--- src/hw/dec_pkg.sv ---
/*
 * dec_pkg: shared types and constants of the decode register/retire path
 * register index, data word, pc, exception cause and trace vector widths
 */

package dec_pkg;

   // ******************************
   // widths with a meaning
   // ******************************
   typedef logic [4:0]  reg_addr_t;   // architectural register index
   typedef logic [31:0] xlen_t;       // data word
   typedef logic [31:1] pc_t;         // instruction address, bit 0 implied
   typedef logic [4:0]  cause_t;      // exception cause
   typedef logic [2:0]  trace_vld_t;  // {int, slot1, slot0}

   // ******************************
   // decode constants
   // ******************************
   localparam int        NUM_GPR = 32;      // x0..x31
   localparam reg_addr_t X0      = 5'd0;    // hardwired zero register

   // bit positions in a trace_vld_t
   localparam int TRC_I0  = 0;              // slot 0
   localparam int TRC_I1  = 1;              // slot 1
   localparam int TRC_INT = 2;              // interrupt

endpackage

--- src/hw/dec_if.sv ---
/*
 * writeback-side interfaces of the decode unit
 * gpr_wr_if carries both slot writes to the register file,
 * retire_if carries the wb retire record to the trace block
 */

interface gpr_wr_if;
   logic              i0_wen;     // slot 0 write, already qualified
   dec_pkg::reg_addr_t i0_waddr;
   dec_pkg::xlen_t     i0_wdata;
   logic              i1_wen;     // slot 1 write, wins on collision
   dec_pkg::reg_addr_t i1_waddr;
   dec_pkg::xlen_t     i1_wdata;

   modport wb_ctl (output i0_wen, i0_waddr, i0_wdata, i1_wen, i1_waddr, i1_wdata);
   modport gpr    (input  i0_wen, i0_waddr, i0_wdata, i1_wen, i1_waddr, i1_wdata);
endinterface

interface retire_if;
   logic              i0_valid;   // raw valids at wb
   logic              i1_valid;
   logic              i0_exc;     // exception taken per slot
   logic              i1_exc;
   logic              int_valid;  // interrupt taken
   dec_pkg::xlen_t     i0_instr;
   dec_pkg::xlen_t     i1_instr;
   dec_pkg::pc_t       i0_pc;
   dec_pkg::pc_t       i1_pc;
   dec_pkg::cause_t    cause;      // shared across slots
   dec_pkg::xlen_t     tval;

   modport wb_ctl (output i0_valid, i1_valid, i0_exc, i1_exc, int_valid,
                          i0_instr, i1_instr, i0_pc, i1_pc, cause, tval);
   modport trace  (input  i0_valid, i1_valid, i0_exc, i1_exc, int_valid,
                          i0_instr, i1_instr, i0_pc, i1_pc, cause, tval);
endinterface

--- src/hw/dec_gpr_ctl.sv ---
/*
 * dec_gpr_ctl: architectural register file, x0 hardwired to zero
 * four combinational read ports, three write ports (i1 > i0 > nb load)
 */

module dec_gpr_ctl (
   input  logic               clk,
   input  logic               rst_n,

   input  logic               rden0,       // i0 rs1
   input  dec_pkg::reg_addr_t raddr0,
   input  logic               rden1,       // i0 rs2
   input  dec_pkg::reg_addr_t raddr1,
   input  logic               rden2,       // i1 rs1
   input  dec_pkg::reg_addr_t raddr2,
   input  logic               rden3,       // i1 rs2
   input  dec_pkg::reg_addr_t raddr3,

   output dec_pkg::xlen_t     rd0,
   output dec_pkg::xlen_t     rd1,
   output dec_pkg::xlen_t     rd2,
   output dec_pkg::xlen_t     rd3,

   gpr_wr_if.gpr              wr,          // slot writes from wb

   input  logic               nb_wen,      // nonblock load return
   input  dec_pkg::reg_addr_t nb_waddr,
   input  dec_pkg::xlen_t     nb_wdata
);

   dec_pkg::xlen_t gpr_q [dec_pkg::NUM_GPR];   // entry 0 is a tie-off

   // ******************************
   // storage and write priority
   // ******************************
   for (genvar i = 0; i < dec_pkg::NUM_GPR; i++) begin : g_gpr
      if (i == 0) begin : g_x0
         assign gpr_q[i] = '0;                   // x0 reads zero
      end else begin : g_xn
         logic w0_hit;
         logic w1_hit;
         logic nb_hit;

         assign w0_hit = wr.i0_wen & (wr.i0_waddr == dec_pkg::reg_addr_t'(i));
         assign w1_hit = wr.i1_wen & (wr.i1_waddr == dec_pkg::reg_addr_t'(i));
         assign nb_hit = nb_wen    & (nb_waddr    == dec_pkg::reg_addr_t'(i));

         always_ff @(posedge clk or negedge rst_n) begin
            if (!rst_n) begin
               gpr_q[i] <= '0;
            end else if (w1_hit) begin
               gpr_q[i] <= wr.i1_wdata;          // younger slot wins
            end else if (w0_hit) begin
               gpr_q[i] <= wr.i0_wdata;
            end else if (nb_hit) begin
               gpr_q[i] <= nb_wdata;             // late load data lowest
            end
         end
      end
   end

   // ******************************
   // read ports
   // ******************************
   // no write bypass, a wb write shows up the cycle after
   assign rd0 = rden0 ? gpr_q[raddr0] : '0;
   assign rd1 = rden1 ? gpr_q[raddr1] : '0;
   assign rd2 = rden2 ? gpr_q[raddr2] : '0;
   assign rd3 = rden3 ? gpr_q[raddr3] : '0;

endmodule

--- src/hw/dec_nbload_ctl.sv ---
/*
 * dec_nbload_ctl: scoreboard of outstanding non-blocking loads
 * one entry per tag, returns data to the register file on a live tag
 */

module dec_nbload_ctl #(
   parameter  int NBLOAD_TAGS = 4,                       // power of two, 2..8
   localparam int TAG_W       = $clog2(NBLOAD_TAGS)
) (
   input  logic               clk,
   input  logic               rst_n,

   input  logic               lsu_nonblock_load_valid_dc3,    // allocate
   input  logic [TAG_W-1:0]   lsu_nonblock_load_tag_dc3,
   input  dec_pkg::reg_addr_t lsu_nonblock_load_rd_dc3,       // destination
   input  logic               lsu_nonblock_load_inv_dc5,      // cancel, no write
   input  logic [TAG_W-1:0]   lsu_nonblock_load_inv_tag_dc5,
   input  logic               lsu_nonblock_load_data_valid,   // data back
   input  logic               lsu_nonblock_load_data_error,   // bus error on return
   input  logic [TAG_W-1:0]   lsu_nonblock_load_data_tag,
   input  dec_pkg::xlen_t     lsu_nonblock_load_data,

   output logic               nb_wen,
   output dec_pkg::reg_addr_t nb_waddr,
   output dec_pkg::xlen_t     nb_wdata,
   output logic               nbload_busy                     // any tag live
);

   logic [NBLOAD_TAGS-1:0] vld_q;                       // entry live
   dec_pkg::reg_addr_t     rd_q [NBLOAD_TAGS];          // destination per tag
   logic                   data_live;                   // return hits a live tag

   // ******************************
   // per-tag entries
   // ******************************
   for (genvar t = 0; t < NBLOAD_TAGS; t++) begin : g_tag
      logic set;
      logic clr;

      assign set = lsu_nonblock_load_valid_dc3 &
                   (lsu_nonblock_load_tag_dc3 == TAG_W'(t));
      assign clr = (lsu_nonblock_load_inv_dc5 &
                    (lsu_nonblock_load_inv_tag_dc5 == TAG_W'(t))) |
                   (lsu_nonblock_load_data_valid &
                    (lsu_nonblock_load_data_tag == TAG_W'(t)));  // freed on error too

      always_ff @(posedge clk or negedge rst_n) begin
         if (!rst_n) begin
            vld_q[t] <= 1'b0;
         end else if (set) begin
            vld_q[t] <= 1'b1;                           // new load reuses the tag
         end else if (clr) begin
            vld_q[t] <= 1'b0;
         end
      end

      always_ff @(posedge clk) begin
         if (set) begin
            rd_q[t] <= lsu_nonblock_load_rd_dc3;
         end
      end
   end

   // ******************************
   // write request
   // ******************************
   assign data_live = lsu_nonblock_load_data_valid & vld_q[lsu_nonblock_load_data_tag];

   assign nb_waddr  = rd_q[lsu_nonblock_load_data_tag];
   assign nb_wdata  = lsu_nonblock_load_data;
   assign nb_wen    = data_live & ~lsu_nonblock_load_data_error &
                      (nb_waddr != dec_pkg::X0);      // x0 loads just retire

   assign nbload_busy = |vld_q;

endmodule

--- src/hw/dec_top.sv ---
/*
 * dec_top: register and retire side of the dual-issue decode unit
 * wires writeback, register file, nonblock load scoreboard and trace
 */

module dec_top #(
   parameter  int NBLOAD_TAGS = 4,                   // outstanding nonblock loads
   localparam int TAG_W       = $clog2(NBLOAD_TAGS)
) (
   input  logic                clk,
   input  logic                rst_n,

   // decode read side
   input  dec_pkg::reg_addr_t  i0_rs1,
   input  dec_pkg::reg_addr_t  i0_rs2,
   input  dec_pkg::reg_addr_t  i1_rs1,
   input  dec_pkg::reg_addr_t  i1_rs2,
   input  logic                i0_rs1_en,
   input  logic                i0_rs2_en,
   input  logic                i1_rs1_en,
   input  logic                i1_rs2_en,
   output dec_pkg::xlen_t      gpr_i0_rs1_d,
   output dec_pkg::xlen_t      gpr_i0_rs2_d,
   output dec_pkg::xlen_t      gpr_i1_rs1_d,
   output dec_pkg::xlen_t      gpr_i1_rs2_d,

   // slots at e4
   input  logic                i0_valid_e4,
   input  logic                i1_valid_e4,
   input  logic                i0_wen_e4,
   input  logic                i1_wen_e4,
   input  dec_pkg::reg_addr_t  i0_waddr_e4,
   input  dec_pkg::reg_addr_t  i1_waddr_e4,
   input  dec_pkg::xlen_t      i0_result_e4,
   input  dec_pkg::xlen_t      i1_result_e4,
   input  dec_pkg::xlen_t      i0_instr_e4,
   input  dec_pkg::xlen_t      i1_instr_e4,
   input  dec_pkg::pc_t        i0_pc_e4,
   input  dec_pkg::pc_t        i1_pc_e4,

   // exceptions at e4
   input  logic                i0_exc_e4,
   input  logic                i1_exc_e4,
   input  logic                int_valid_e4,
   input  dec_pkg::cause_t     exc_cause_e4,
   input  dec_pkg::xlen_t      mtval_e4,

   // lsu nonblock loads
   input  logic                lsu_nonblock_load_valid_dc3,
   input  logic                lsu_nonblock_load_inv_dc5,
   input  logic                lsu_nonblock_load_data_valid,
   input  logic                lsu_nonblock_load_data_error,
   input  logic [TAG_W-1:0]    lsu_nonblock_load_tag_dc3,
   input  logic [TAG_W-1:0]    lsu_nonblock_load_inv_tag_dc5,
   input  logic [TAG_W-1:0]    lsu_nonblock_load_data_tag,
   input  dec_pkg::reg_addr_t  lsu_nonblock_load_rd_dc3,
   input  dec_pkg::xlen_t      lsu_nonblock_load_data,

   output logic                nbload_busy,
   output dec_pkg::xlen_t      dec_dbg_rddata,

   // trace port, wb1
   output dec_pkg::trace_vld_t trace_valid,
   output dec_pkg::trace_vld_t trace_exception,
   output dec_pkg::trace_vld_t trace_interrupt,
   output dec_pkg::xlen_t      trace_i0_insn,
   output dec_pkg::xlen_t      trace_i1_insn,
   output dec_pkg::pc_t        trace_i0_addr,
   output dec_pkg::pc_t        trace_i1_addr,
   output dec_pkg::cause_t     trace_ecause,
   output dec_pkg::xlen_t      trace_tval
);

   gpr_wr_if wr_bus ();     // wb -> arf
   retire_if ret_bus ();    // wb -> trace

   logic               nb_wen;
   dec_pkg::reg_addr_t nb_waddr;
   dec_pkg::xlen_t     nb_wdata;

   dec_wb_ctl wb (
      .clk, .rst_n,
      .i0_valid_e4, .i1_valid_e4, .i0_wen_e4, .i1_wen_e4,
      .i0_waddr_e4, .i1_waddr_e4, .i0_result_e4, .i1_result_e4,
      .i0_instr_e4, .i1_instr_e4, .i0_pc_e4, .i1_pc_e4,
      .i0_exc_e4, .i1_exc_e4, .int_valid_e4, .exc_cause_e4, .mtval_e4,
      .wr  (wr_bus.wb_ctl),
      .ret (ret_bus.wb_ctl),
      .dec_dbg_rddata
   );

   dec_gpr_ctl arf (
      .clk, .rst_n,
      .rden0 (i0_rs1_en), .raddr0 (i0_rs1), .rd0 (gpr_i0_rs1_d),
      .rden1 (i0_rs2_en), .raddr1 (i0_rs2), .rd1 (gpr_i0_rs2_d),
      .rden2 (i1_rs1_en), .raddr2 (i1_rs1), .rd2 (gpr_i1_rs1_d),
      .rden3 (i1_rs2_en), .raddr3 (i1_rs2), .rd3 (gpr_i1_rs2_d),
      .wr    (wr_bus.gpr),
      .nb_wen, .nb_waddr, .nb_wdata
   );

   dec_nbload_ctl #(.NBLOAD_TAGS(NBLOAD_TAGS)) nbload (
      .clk, .rst_n,
      .lsu_nonblock_load_valid_dc3, .lsu_nonblock_load_tag_dc3, .lsu_nonblock_load_rd_dc3,
      .lsu_nonblock_load_inv_dc5, .lsu_nonblock_load_inv_tag_dc5,
      .lsu_nonblock_load_data_valid, .lsu_nonblock_load_data_error,
      .lsu_nonblock_load_data_tag, .lsu_nonblock_load_data,
      .nb_wen, .nb_waddr, .nb_wdata, .nbload_busy
   );

   dec_trace_ctl trace (
      .clk, .rst_n,
      .ret (ret_bus.trace),
      .trace_valid, .trace_exception, .trace_interrupt,
      .trace_i0_insn, .trace_i1_insn, .trace_i0_addr, .trace_i1_addr,
      .trace_ecause, .trace_tval
   );

endmodule

--- src/hw/dec_trace_ctl.sv ---
/*
 * dec_trace_ctl: wb -> wb1 registers and trace field assembly
 * same packing as the core trace port, cause and tval shared by both slots
 */

module dec_trace_ctl (
   input  logic                clk,
   input  logic                rst_n,

   retire_if.trace             ret,

   output dec_pkg::trace_vld_t trace_valid,       // {int, i1, i0}
   output dec_pkg::trace_vld_t trace_exception,
   output dec_pkg::trace_vld_t trace_interrupt,   // only the int position
   output dec_pkg::xlen_t      trace_i0_insn,
   output dec_pkg::xlen_t      trace_i1_insn,
   output dec_pkg::pc_t        trace_i0_addr,
   output dec_pkg::pc_t        trace_i1_addr,
   output dec_pkg::cause_t     trace_ecause,
   output dec_pkg::xlen_t      trace_tval
);

   dec_pkg::trace_vld_t vld_wb;    // assembled at wb
   dec_pkg::trace_vld_t exc_wb;
   dec_pkg::trace_vld_t int_wb;

   // ******************************
   // field assembly at wb
   // ******************************
   always_comb begin
      vld_wb = '0;
      exc_wb = '0;
      int_wb = '0;
      vld_wb[dec_pkg::TRC_I0]  = ret.i0_valid | ret.i0_exc;   // exc counts as retired
      vld_wb[dec_pkg::TRC_I1]  = ret.i1_valid | ret.i1_exc;
      vld_wb[dec_pkg::TRC_INT] = ret.int_valid;
      exc_wb[dec_pkg::TRC_I0]  = ret.i0_exc;
      exc_wb[dec_pkg::TRC_I1]  = ret.i1_exc;
      exc_wb[dec_pkg::TRC_INT] = ret.int_valid;
      int_wb[dec_pkg::TRC_INT] = ret.int_valid;
   end

   // ******************************
   // wb1 flops
   // ******************************
   always_ff @(posedge clk or negedge rst_n) begin
      if (!rst_n) begin
         trace_valid     <= '0;
         trace_exception <= '0;
         trace_interrupt <= '0;
      end else begin
         trace_valid     <= vld_wb;
         trace_exception <= exc_wb;
         trace_interrupt <= int_wb;
      end
   end

   always_ff @(posedge clk) begin
      trace_i0_insn <= ret.i0_instr;
      trace_i1_insn <= ret.i1_instr;
      trace_i0_addr <= ret.i0_pc;
      trace_i1_addr <= ret.i1_pc;
      trace_ecause  <= ret.cause;      // replicated across ports
      trace_tval    <= ret.tval;
   end

endmodule

--- src/hw/dec_wb_ctl.sv ---
/*
 * dec_wb_ctl: e4 -> wb stage registers for both slots
 * qualifies the gpr writes with exceptions and x0, feeds trace and debug read
 */

module dec_wb_ctl (
   input  logic               clk,
   input  logic               rst_n,

   input  logic               i0_valid_e4,     // slot 0 at e4
   input  logic               i1_valid_e4,
   input  logic               i0_wen_e4,       // has a destination
   input  logic               i1_wen_e4,
   input  dec_pkg::reg_addr_t i0_waddr_e4,
   input  dec_pkg::reg_addr_t i1_waddr_e4,
   input  dec_pkg::xlen_t     i0_result_e4,
   input  dec_pkg::xlen_t     i1_result_e4,
   input  dec_pkg::xlen_t     i0_instr_e4,
   input  dec_pkg::xlen_t     i1_instr_e4,
   input  dec_pkg::pc_t       i0_pc_e4,
   input  dec_pkg::pc_t       i1_pc_e4,

   input  logic               i0_exc_e4,       // slot 0 exception
   input  logic               i1_exc_e4,       // slot 1 exception
   input  logic               int_valid_e4,    // interrupt taken at e4
   input  dec_pkg::cause_t    exc_cause_e4,
   input  dec_pkg::xlen_t     mtval_e4,

   gpr_wr_if.wb_ctl           wr,
   retire_if.wb_ctl           ret,

   output dec_pkg::xlen_t     dec_dbg_rddata   // slot 0 wb data
);

   logic i0_wen_q_e4;       // qualified write, slot 0
   logic i1_wen_q_e4;       // qualified write, slot 1

   // ******************************
   // write qualification at e4
   // ******************************
   // an older exception kills the younger slot as well
   assign i0_wen_q_e4 = i0_valid_e4 & i0_wen_e4 & ~i0_exc_e4 &
                        (i0_waddr_e4 != dec_pkg::X0);
   assign i1_wen_q_e4 = i1_valid_e4 & i1_wen_e4 & ~i0_exc_e4 & ~i1_exc_e4 &
                        (i1_waddr_e4 != dec_pkg::X0);

   // ******************************
   // wb control flops
   // ******************************
   always_ff @(posedge clk or negedge rst_n) begin
      if (!rst_n) begin
         wr.i0_wen     <= 1'b0;
         wr.i1_wen     <= 1'b0;
         ret.i0_valid  <= 1'b0;
         ret.i1_valid  <= 1'b0;
         ret.i0_exc    <= 1'b0;
         ret.i1_exc    <= 1'b0;
         ret.int_valid <= 1'b0;
      end else begin
         wr.i0_wen     <= i0_wen_q_e4;
         wr.i1_wen     <= i1_wen_q_e4;
         ret.i0_valid  <= i0_valid_e4;
         ret.i1_valid  <= i1_valid_e4;
         ret.i0_exc    <= i0_exc_e4;
         ret.i1_exc    <= i1_exc_e4;
         ret.int_valid <= int_valid_e4;
      end
   end

   // ******************************
   // wb payload flops
   // ******************************
   always_ff @(posedge clk) begin
      wr.i0_waddr  <= i0_waddr_e4;
      wr.i0_wdata  <= i0_result_e4;    // alu result becomes wb data
      wr.i1_waddr  <= i1_waddr_e4;
      wr.i1_wdata  <= i1_result_e4;
      ret.i0_instr <= i0_instr_e4;
      ret.i1_instr <= i1_instr_e4;
      ret.i0_pc    <= i0_pc_e4;
      ret.i1_pc    <= i1_pc_e4;
      ret.cause    <= exc_cause_e4;
      ret.tval     <= mtval_e4;
   end

   assign dec_dbg_rddata = wr.i0_wdata;   // debug abstract cmd reads slot 0 data

endmodule

--- config.mk ---
export PLATFORM = sky130hd
export DESIGN_NAME = dec_top
export DESIGN_NICKNAME = d
export VERILOG_FILES = /design/src/hw/dec_pkg.sv /design/src/hw/dec_if.sv /design/src/hw/dec_gpr_ctl.sv /design/src/hw/dec_nbload_ctl.sv /design/src/hw/dec_top.sv /design/src/hw/dec_trace_ctl.sv /design/src/hw/dec_wb_ctl.sv
export SDC_FILE = /design/constraint.sdc
export NUM_CORES = 2
export LEC_CHECK = 0
export BUFFER_PORTS_ARGS = -buffer_cell sky130_fd_sc_hd__buf_2
export CAP_MARGIN = 30
export CORE_UTILIZATION = 60
export CTS_CLUSTER_DIAMETER = 50
export DETAILED_ROUTE_END_ITERATION = 10
export GPL_TIMING_DRIVEN = 0
export PLACE_DENSITY = 0.89
export SETUP_SLACK_MARGIN = 0.3
export SLEW_MARGIN = 20
export SYNTH_ARGS = -nofsm -noshare
export SYNTH_HDL_FRONTEND = slang
export SYNTH_SLANG_ARGS = --single-unit
--- constraint.sdc ---
create_clock -name clk -period 2.59 [get_ports clk]
set_input_delay 0 -clock clk [delete_from_list [all_inputs] [get_ports clk]]
set_output_delay 0 -clock clk [all_outputs]
set_load 0.01 [all_outputs]
==> results of run 1 <==
-- cells in the mapped netlist (2+ instances only) --
cell type | n | area share [%]
mux2i_1 | 1195 | 12
dfrtp_1 | 1008 | 25
mux4_2 | 994 | 23
mux2_2 | 960 | 11
clkbuf_1 | 791 | 3.0
nor2_1 | 640 | 2.4
nand2_1 | 527 | 2.0
a21oi_1 | 512 | 2.6
o21ai_0 | 482 | 2.4
dfxtp_1 | 400 | 8.1
buf_2 | 171 | 0.86
mux2_1 | 159 | 1.8
a221oi_1 | 127 | 1.1
buf_1 | 117 | 0.44
a2111oi_0 | 96 | 0.85
a31o_2 | 95 | 0.84
nor2b_1 | 41 | 0.26
o22ai_1 | 36 | 0.23
o21a_1 | 32 | 0.24
o32ai_1 | 32 | 0.28
edfxtp_1 | 20 | 0.60
nand2b_1 | 18 | 0.11
a221oi_2 | 15 | 0.23
or2_2 | 11 | 0.069
o221ai_1 | 8 | 0.071
and4b_1 | 6 | 0.060
o221ai_2 | 6 | 0.091
and2_1 | 5 | 0.031
inv_1 | 5 | 0.019
nand3_1 | 5 | 0.025
nor3b_1 | 5 | 0.038
buf_4 | 4 | 0.030
nand3b_1 | 3 | 0.023
nand4b_1 | 3 | 0.026
nand4bb_1 | 3 | 0.034
nor4bb_1 | 3 | 0.030
o31a_1 | 3 | 0.026
or4_1 | 3 | 0.023
nor3_1 | 2 | 0.010
o211ai_2 | 2 | 0.025
-- metrics by stage --
step	std cells	worst slack (ns)	TNS, ns
floorplan	8563	0.286	0
global placement	11400	-22.02	-
detailed placement	11500	-1.68	-875.23
CTS	12600	-0.311	-64.71
-- timing repair --
item / CTS
setup buffers: 171
setup endpoints to repair: 1120
gates resized for setup: 1303
hold buffers: 540
pin swaps: 171
hold endpoints to repair: 657
cloned: 18
-- metal layers --
| layer | GRT overflow | track usage [%] |
|---|---|---|
| met2 | 1294 | 100 |
| met1 | 316 | 90.5 |
| met3 | 293 | 85.2 |
| met5 | 38 | 73.0 |
| met4 | 644 | 91.0 |
-- cell families after synthesis --
family	count (synthesis)	share of synthesized area, %
muxes	3308	47.3
buffers and inverters	1088	4.34
and+or+nand+nor	1288	5.30
DFF	1428	34.1
AOI/OAI and AO/OA	1449	9.03
other	1	0.00378
==> results, run 1 <==
- The flop and latch count out of synthesis is approximately 1400.
- The cell area that synthesis handed to floorplanning was 99300 µm².
- The synthesized instance count is 8562.
- In the synthesized netlist the dominant register cell turns out to be dfrtp_1.
- Global routing used between 90% and 100% of the available tracks across all layers.
- The average instance in the mapped netlist occupies 11.6 µm².
- At the end of routability-driven placement, the weighted congestion stood at 1.25.
- The floorplan step set the die width to 409 µm.
- The distinct cell type count of the synthesized netlist is 57.
- The floorplan has 148 rows.
- The first global-routing pass estimated 1080 mm of wire.
- The part of the Yosys area used for sequential elements is roughly 34%.
- In this run the number of H-tree levels came out at 4.
- The first error in the log reads "[ERROR GRT-0116] Global routing finished with congestion. Check the congestion regions in the DRC Viewer".
- The port buffer count is around 630.
- The HPWL after detailed placement is between 400 and 500 mm.
- The total congestion overflow after global routing is 2585.
- The cell area after placement is 108000 µm².
- The clock tree root driver cell is clkbuf_16.
- From bottom edge to top edge, the die measures 409 µm.
- The yosys synthesis warning count is 0.
- The flow stopped in 5_1_grt.
- In this run, synthesis inferred 20 flip-flops with an integrated enable.
- CTS saw 1428 sinks.
- The number of top-level design ports is 650.
- The total CTS buffers is 187.
- No sink is reached through more buffers than the 3 on the longest clock path.
- The run stopped with a tool error.
- Once the floorplan was initialized, standard cells occupied 60.7% of the core.
- In the synthesized netlist the async set-or-reset flop fraction comes to 70.6%.
- Entering global routing, the biggest net connects 130 pins.
- The via count of the first global-routing pass is 123000.
==> run 2, diff against run 1 <==
- CORE_UTILIZATION: 60 -> 40
- CTS_CLUSTER_DIAMETER: 50 -> unset
- PLACE_DENSITY: 0.89 -> unset
- PLACE_DENSITY_LB_ADDON: unset -> 0.15
- SETUP_SLACK_MARGIN: 0.3 -> unset
==> run 2 against run 1 <==
Against the previous run: the flow now finishes, with violations (negative hold slack, negative setup slack); synthesized cell count is the same; synthesized area is the same.
==> results, run 2 <==
- The flow ran to the end, but the final reports show violations.
- The final reports fail on negative hold slack, negative setup slack.
- Summed over all cells, the static leakage comes to 57.9 nW.
- The library cells used most frequently in the layout, excluding fill and tap cells, are mux2i_1, mux4_2, dfrtp_1, nor2_1, buf_2.
- The final layout contains 10900 nets.
- Counting every instance in the synthesized netlist gives 8562.
- The critical path is of the input pin to output port type.
- The hold buffer count at CTS is 548.
- The flip-flop count of the largest register after layout is 992.
- The post-route fraction of the period consumed by the critical path is 120%.
- The number of clock buffers added by TritonCTS is 172.
- The post-detailed-route via-to-cell ratio is approximately 7.4.
- More flip-flops sit in one register than any other, and that register is arf.gpr_q.
- Entering global routing, the biggest net connects between 100 and 150 pins.
- The distinct cell type count of the synthesized netlist is 57.
- The first global-routing pass estimated 940 mm of wire.
- The number of cell rows is between 150 and 200.
- For this design, the sink count on the clock tree is 1428.
- Clock-pin slew was measured on the worst setup and hold paths at 0.06 ns.
- After synthesis, the mean cell area works out to 11.6 µm².
- In this run, flip-flops and latches consume 35.9% of the power.
- The biggest area contributor in the post-synthesis netlist is dfrtp_1.
- The share of total power in combinational logic is 32.6%.
- The clock tree root driver cell is clkbuf_16.
- The remaining routing DRC violations is 0.
- The relative area change from synthesis to final layout is 38.5%.
- The number of inserted filler cells in the final layout is 20500.
- The capturing element type of the critical path is an output port.
- Setup repair after global routing could not meet its margin everywhere.
- The final RePlAce weighted congestion is 1.12.
- Among all flip-flop cells after synthesis, the most frequent one is dfrtp_1.
- For the worst setup path, the data required time is around 2.6 ns.
- By area the synthesized netlist is led by dfrtp_1, mux4_2, mux2i_1.
- The deepest clock path buffer count is 3.
- The flop and latch count out of synthesis is 1428.
- The worst setup slack after layout is -0.514 ns.
- In this run the tightest slew margin relative to its limit is 12.1%.
- For this configuration, the core starts out at a cell density of 40.3%.
- The number of top-level design ports is 650.
- The combined area of all synthesized cells is 99300 µm².
- At the placement stage, the worst setup path has a slack of -2.27 ns.
- By count the netlist is led by mux2i_1, dfrtp_1, mux4_2.
- Internal power comes to 55.2 mW.
- Global routing used 57.2% of the available tracks across all layers.
- The max-slew violation count is 0.
- The floorplan step set the die width to ~500 µm.
- The tool flagged a number of max-cap violations equal to 0.
- The H-tree level count is 4.
- Of the cells placed in the final design, the portion with a size suffix greater than 1 is ~45%.
- The synthesized design contains 20 enable-type register cells.
- Data arrives at the worst endpoint at 3.10 ns.
- The total length of routed met3 wires is 126 mm.
- The Yosys step of the flow raised 0 warnings.
- The detailed placer's ending HPWL is 532 mm.
- Counting cells, the worst reg-to-reg path comes to 7.
- Net switching is 35.9% of the power.
- The number of setup violations in the final report is 956.
- The worst IR drop on VDD is 659 µV.
- The highest metal layer carrying signal wires in the routed design is met5.
- At the later pin of the worst-skew pair, clock insertion delay measures 0.95 ns.
- The number of antenna violations at the first check in global routing was 68.
- The power density normalized to cell area is 626 nW/µm².
- Once layout is done, the placed cells without fillers occupy 138000 µm².
- The number of hold violations in the final report is 94.
- For this block, the via count after detailed routing is 104000.
- The power share of the clock group is 31.5%.
- The most frequent standard cell in the layout excluding fill and tap cells is mux2i_1.
- The total congestion overflow after global routing is 0.
- The worst setup path is launched from an input pin.
- The worst min-delay path category is input pin to asynchronous set/reset pin.
- The transition at the pin with the smallest max-transition slack is approximately 1.3 ns.
- Derived from the worst setup path, the maximum achievable clock frequency is 0.322 GHz.
- The die is 500 µm tall.
- The core region area is 246000 µm².
- In this run the remaining antenna-violating nets after routing total 0.
- The via count of the first global-routing pass is 96900.
- After synthesis, flip-flops and latches occupy about a third of the total area.
- In this run, the number of DRC markers left after iteration 0 of detailed routing was 17500.
- The clock tree from TritonCTS is built.
- After detailed routing, the average wire length per cell comes to 52.6 µm.
- The clock arrives with 0.111 ns of skew.
- The largest fanout of any net on the critical path is 10.
- The worst slack on hold paths is -0.291 ns.
- The met2 wirelength from detailed routing is around 280 mm.
- mux2i_1 is the most common cell in the netlist.
- The port buffer count is 627.
- After detailed routing, the total wire length is 740 mm.
- In this run the cell area measured after placement is roughly 110000 µm².
- The area enclosed by the die boundary is about 250000 µm².
- Counting I/O delays and the setup requirement, the final critical path takes 3.10 ns.
- The fraction of registers with async set or reset after synthesis is between 70 and 80%.
- The switching power is 30.9 mW.
- The first-pass iteration count of the detailed router is 10.
- The met1 routed wirelength after detailed routing is 247 mm.
- The top cell type by area accounts for 25.4% of the synthesized area.
[run 2: cell counts after synthesis]
No cell type changed its count.
[run 2: worst paths after layout]
kind                                           startpoint                         endpoint  slack (ns)
worst max register to register     wb.wr.i1_wen$_DFF_PN0_       arf.gpr_q[512]$_DFFE_PN0P_       -0.29
worst min register to register   wb.ret.i1_pc[18]$_DFF_P_  trace.trace_i1_addr[18]$_DFF_P_        0.28
min in group clk                lsu_nonblock_load_inv_dc5      nbload.vld_q[3]$_DFFE_PN0P_        0.03
max in group asynchronous                           rst_n       arf.gpr_q[176]$_DFFE_PN0P_        0.53
worst min-delay path                                rst_n      nbload.vld_q[0]$_DFFE_PN0P_       -0.29
worst max-delay path                            i1_rs2[1]                 gpr_i1_rs2_d[18]       -0.51
[run 2: power by group through the flow]
| stage | Combinational [mW] | Sequential, mW | Clock (mW) |
|---|---|---|---|
| global route | 28.1 | 31.2 | 27.6 |
| global placement | 21.6 | 30.4 | 0 |
| finish | 28.1 | 30.9 | 27.1 |
| detailed placement | 22.3 | 30.8 | 0 |
| floorplan | 13.7 | 28.9 | 0 |
| CTS | 25.3 | 30.4 | 26.8 |
[run 2: area by class of cell]
cell class                 instances  area, µm²  share of cell area [%]
tap                             3312       4140                    3.01
sequential                      1428      33900                    24.7
clock inverter                    77       1110                   0.806
clock buffer                     248       5040                    3.66
multi-input combinational       6047      66700                    48.5
buffer                          1060       7210                    5.24
timing repair buffer            1830      19300                    14.0
inverter                           5       22.5                  0.0164
antenna                           49        123                  0.0891
[run 2: metal layers]
metal,vias to the layer above,GRT usage [%]
met3,3471,32.9
met2,11300,74.8
li1,36700,-
met4,52,50.6
met5,-,3.49
met1,52300,65.1
[run 2: cells by family (layout without fill, tap and decap cells)]
| logic type | count (synthesis) | after routing | share of synthesized area (%) |
|---|---|---|---|
| AO/OA/AOI/OAI | 1449 | 1449 | 9.03 |
| buffers and inverters | 1088 | 3220 | 4.34 |
| flip-flops | 1428 | 1428 | 34.1 |
| multiplexers | 3308 | 3308 | 47.3 |
| other | 1 | 51 | 0.00378 |
| AND/OR/NAND/NOR | 1288 | 1288 | 5.30 |
[run 2: repair_timing]
action / in CTS / in global routing
setup endpoints to repair: 1120 / 1089
gates resized for setup: 1900 / 682
buffers inserted: 226 / 85
endpoints found under the hold margin: 849 / 94
pin swaps: 165 / 87
gates cloned: 56 / 23
[run 2: critical path, cell delays in order]
cell       delay [ns]
clkbuf_2         0.23
clkbuf_4         0.38
buf_16           0.21
clkbuf_2         0.60
mux4_2           0.33
mux2i_1          0.12
a2111oi_0        0.87
a31o_4           0.22
buf_6            0.11
[run 2: through the flow]
| stage | power, mW | TNS, ns | instances | util, % | hold slack (ns) |
|---|---|---|---|---|---|
| floorplan | 42.7 | 0 | 8563 | - | -0.296 |
| global placement | 52.1 | - | 12500 | 43.3 | 0.102 |
| detailed placement | 53.1 | -1165.09 | 12800 | 45.4 | 0.0466 |
| CTS | 82.5 | -88.84 | 13900 | 54.5 | -0.260 |
| global route | 86.9 | -131.64 | 14000 | 55.8 | -0.234 |
| finish | 86.1 | -129.19 | 14100 | 55.8 | -0.291 |
Power figures use the tool's default switching activity.
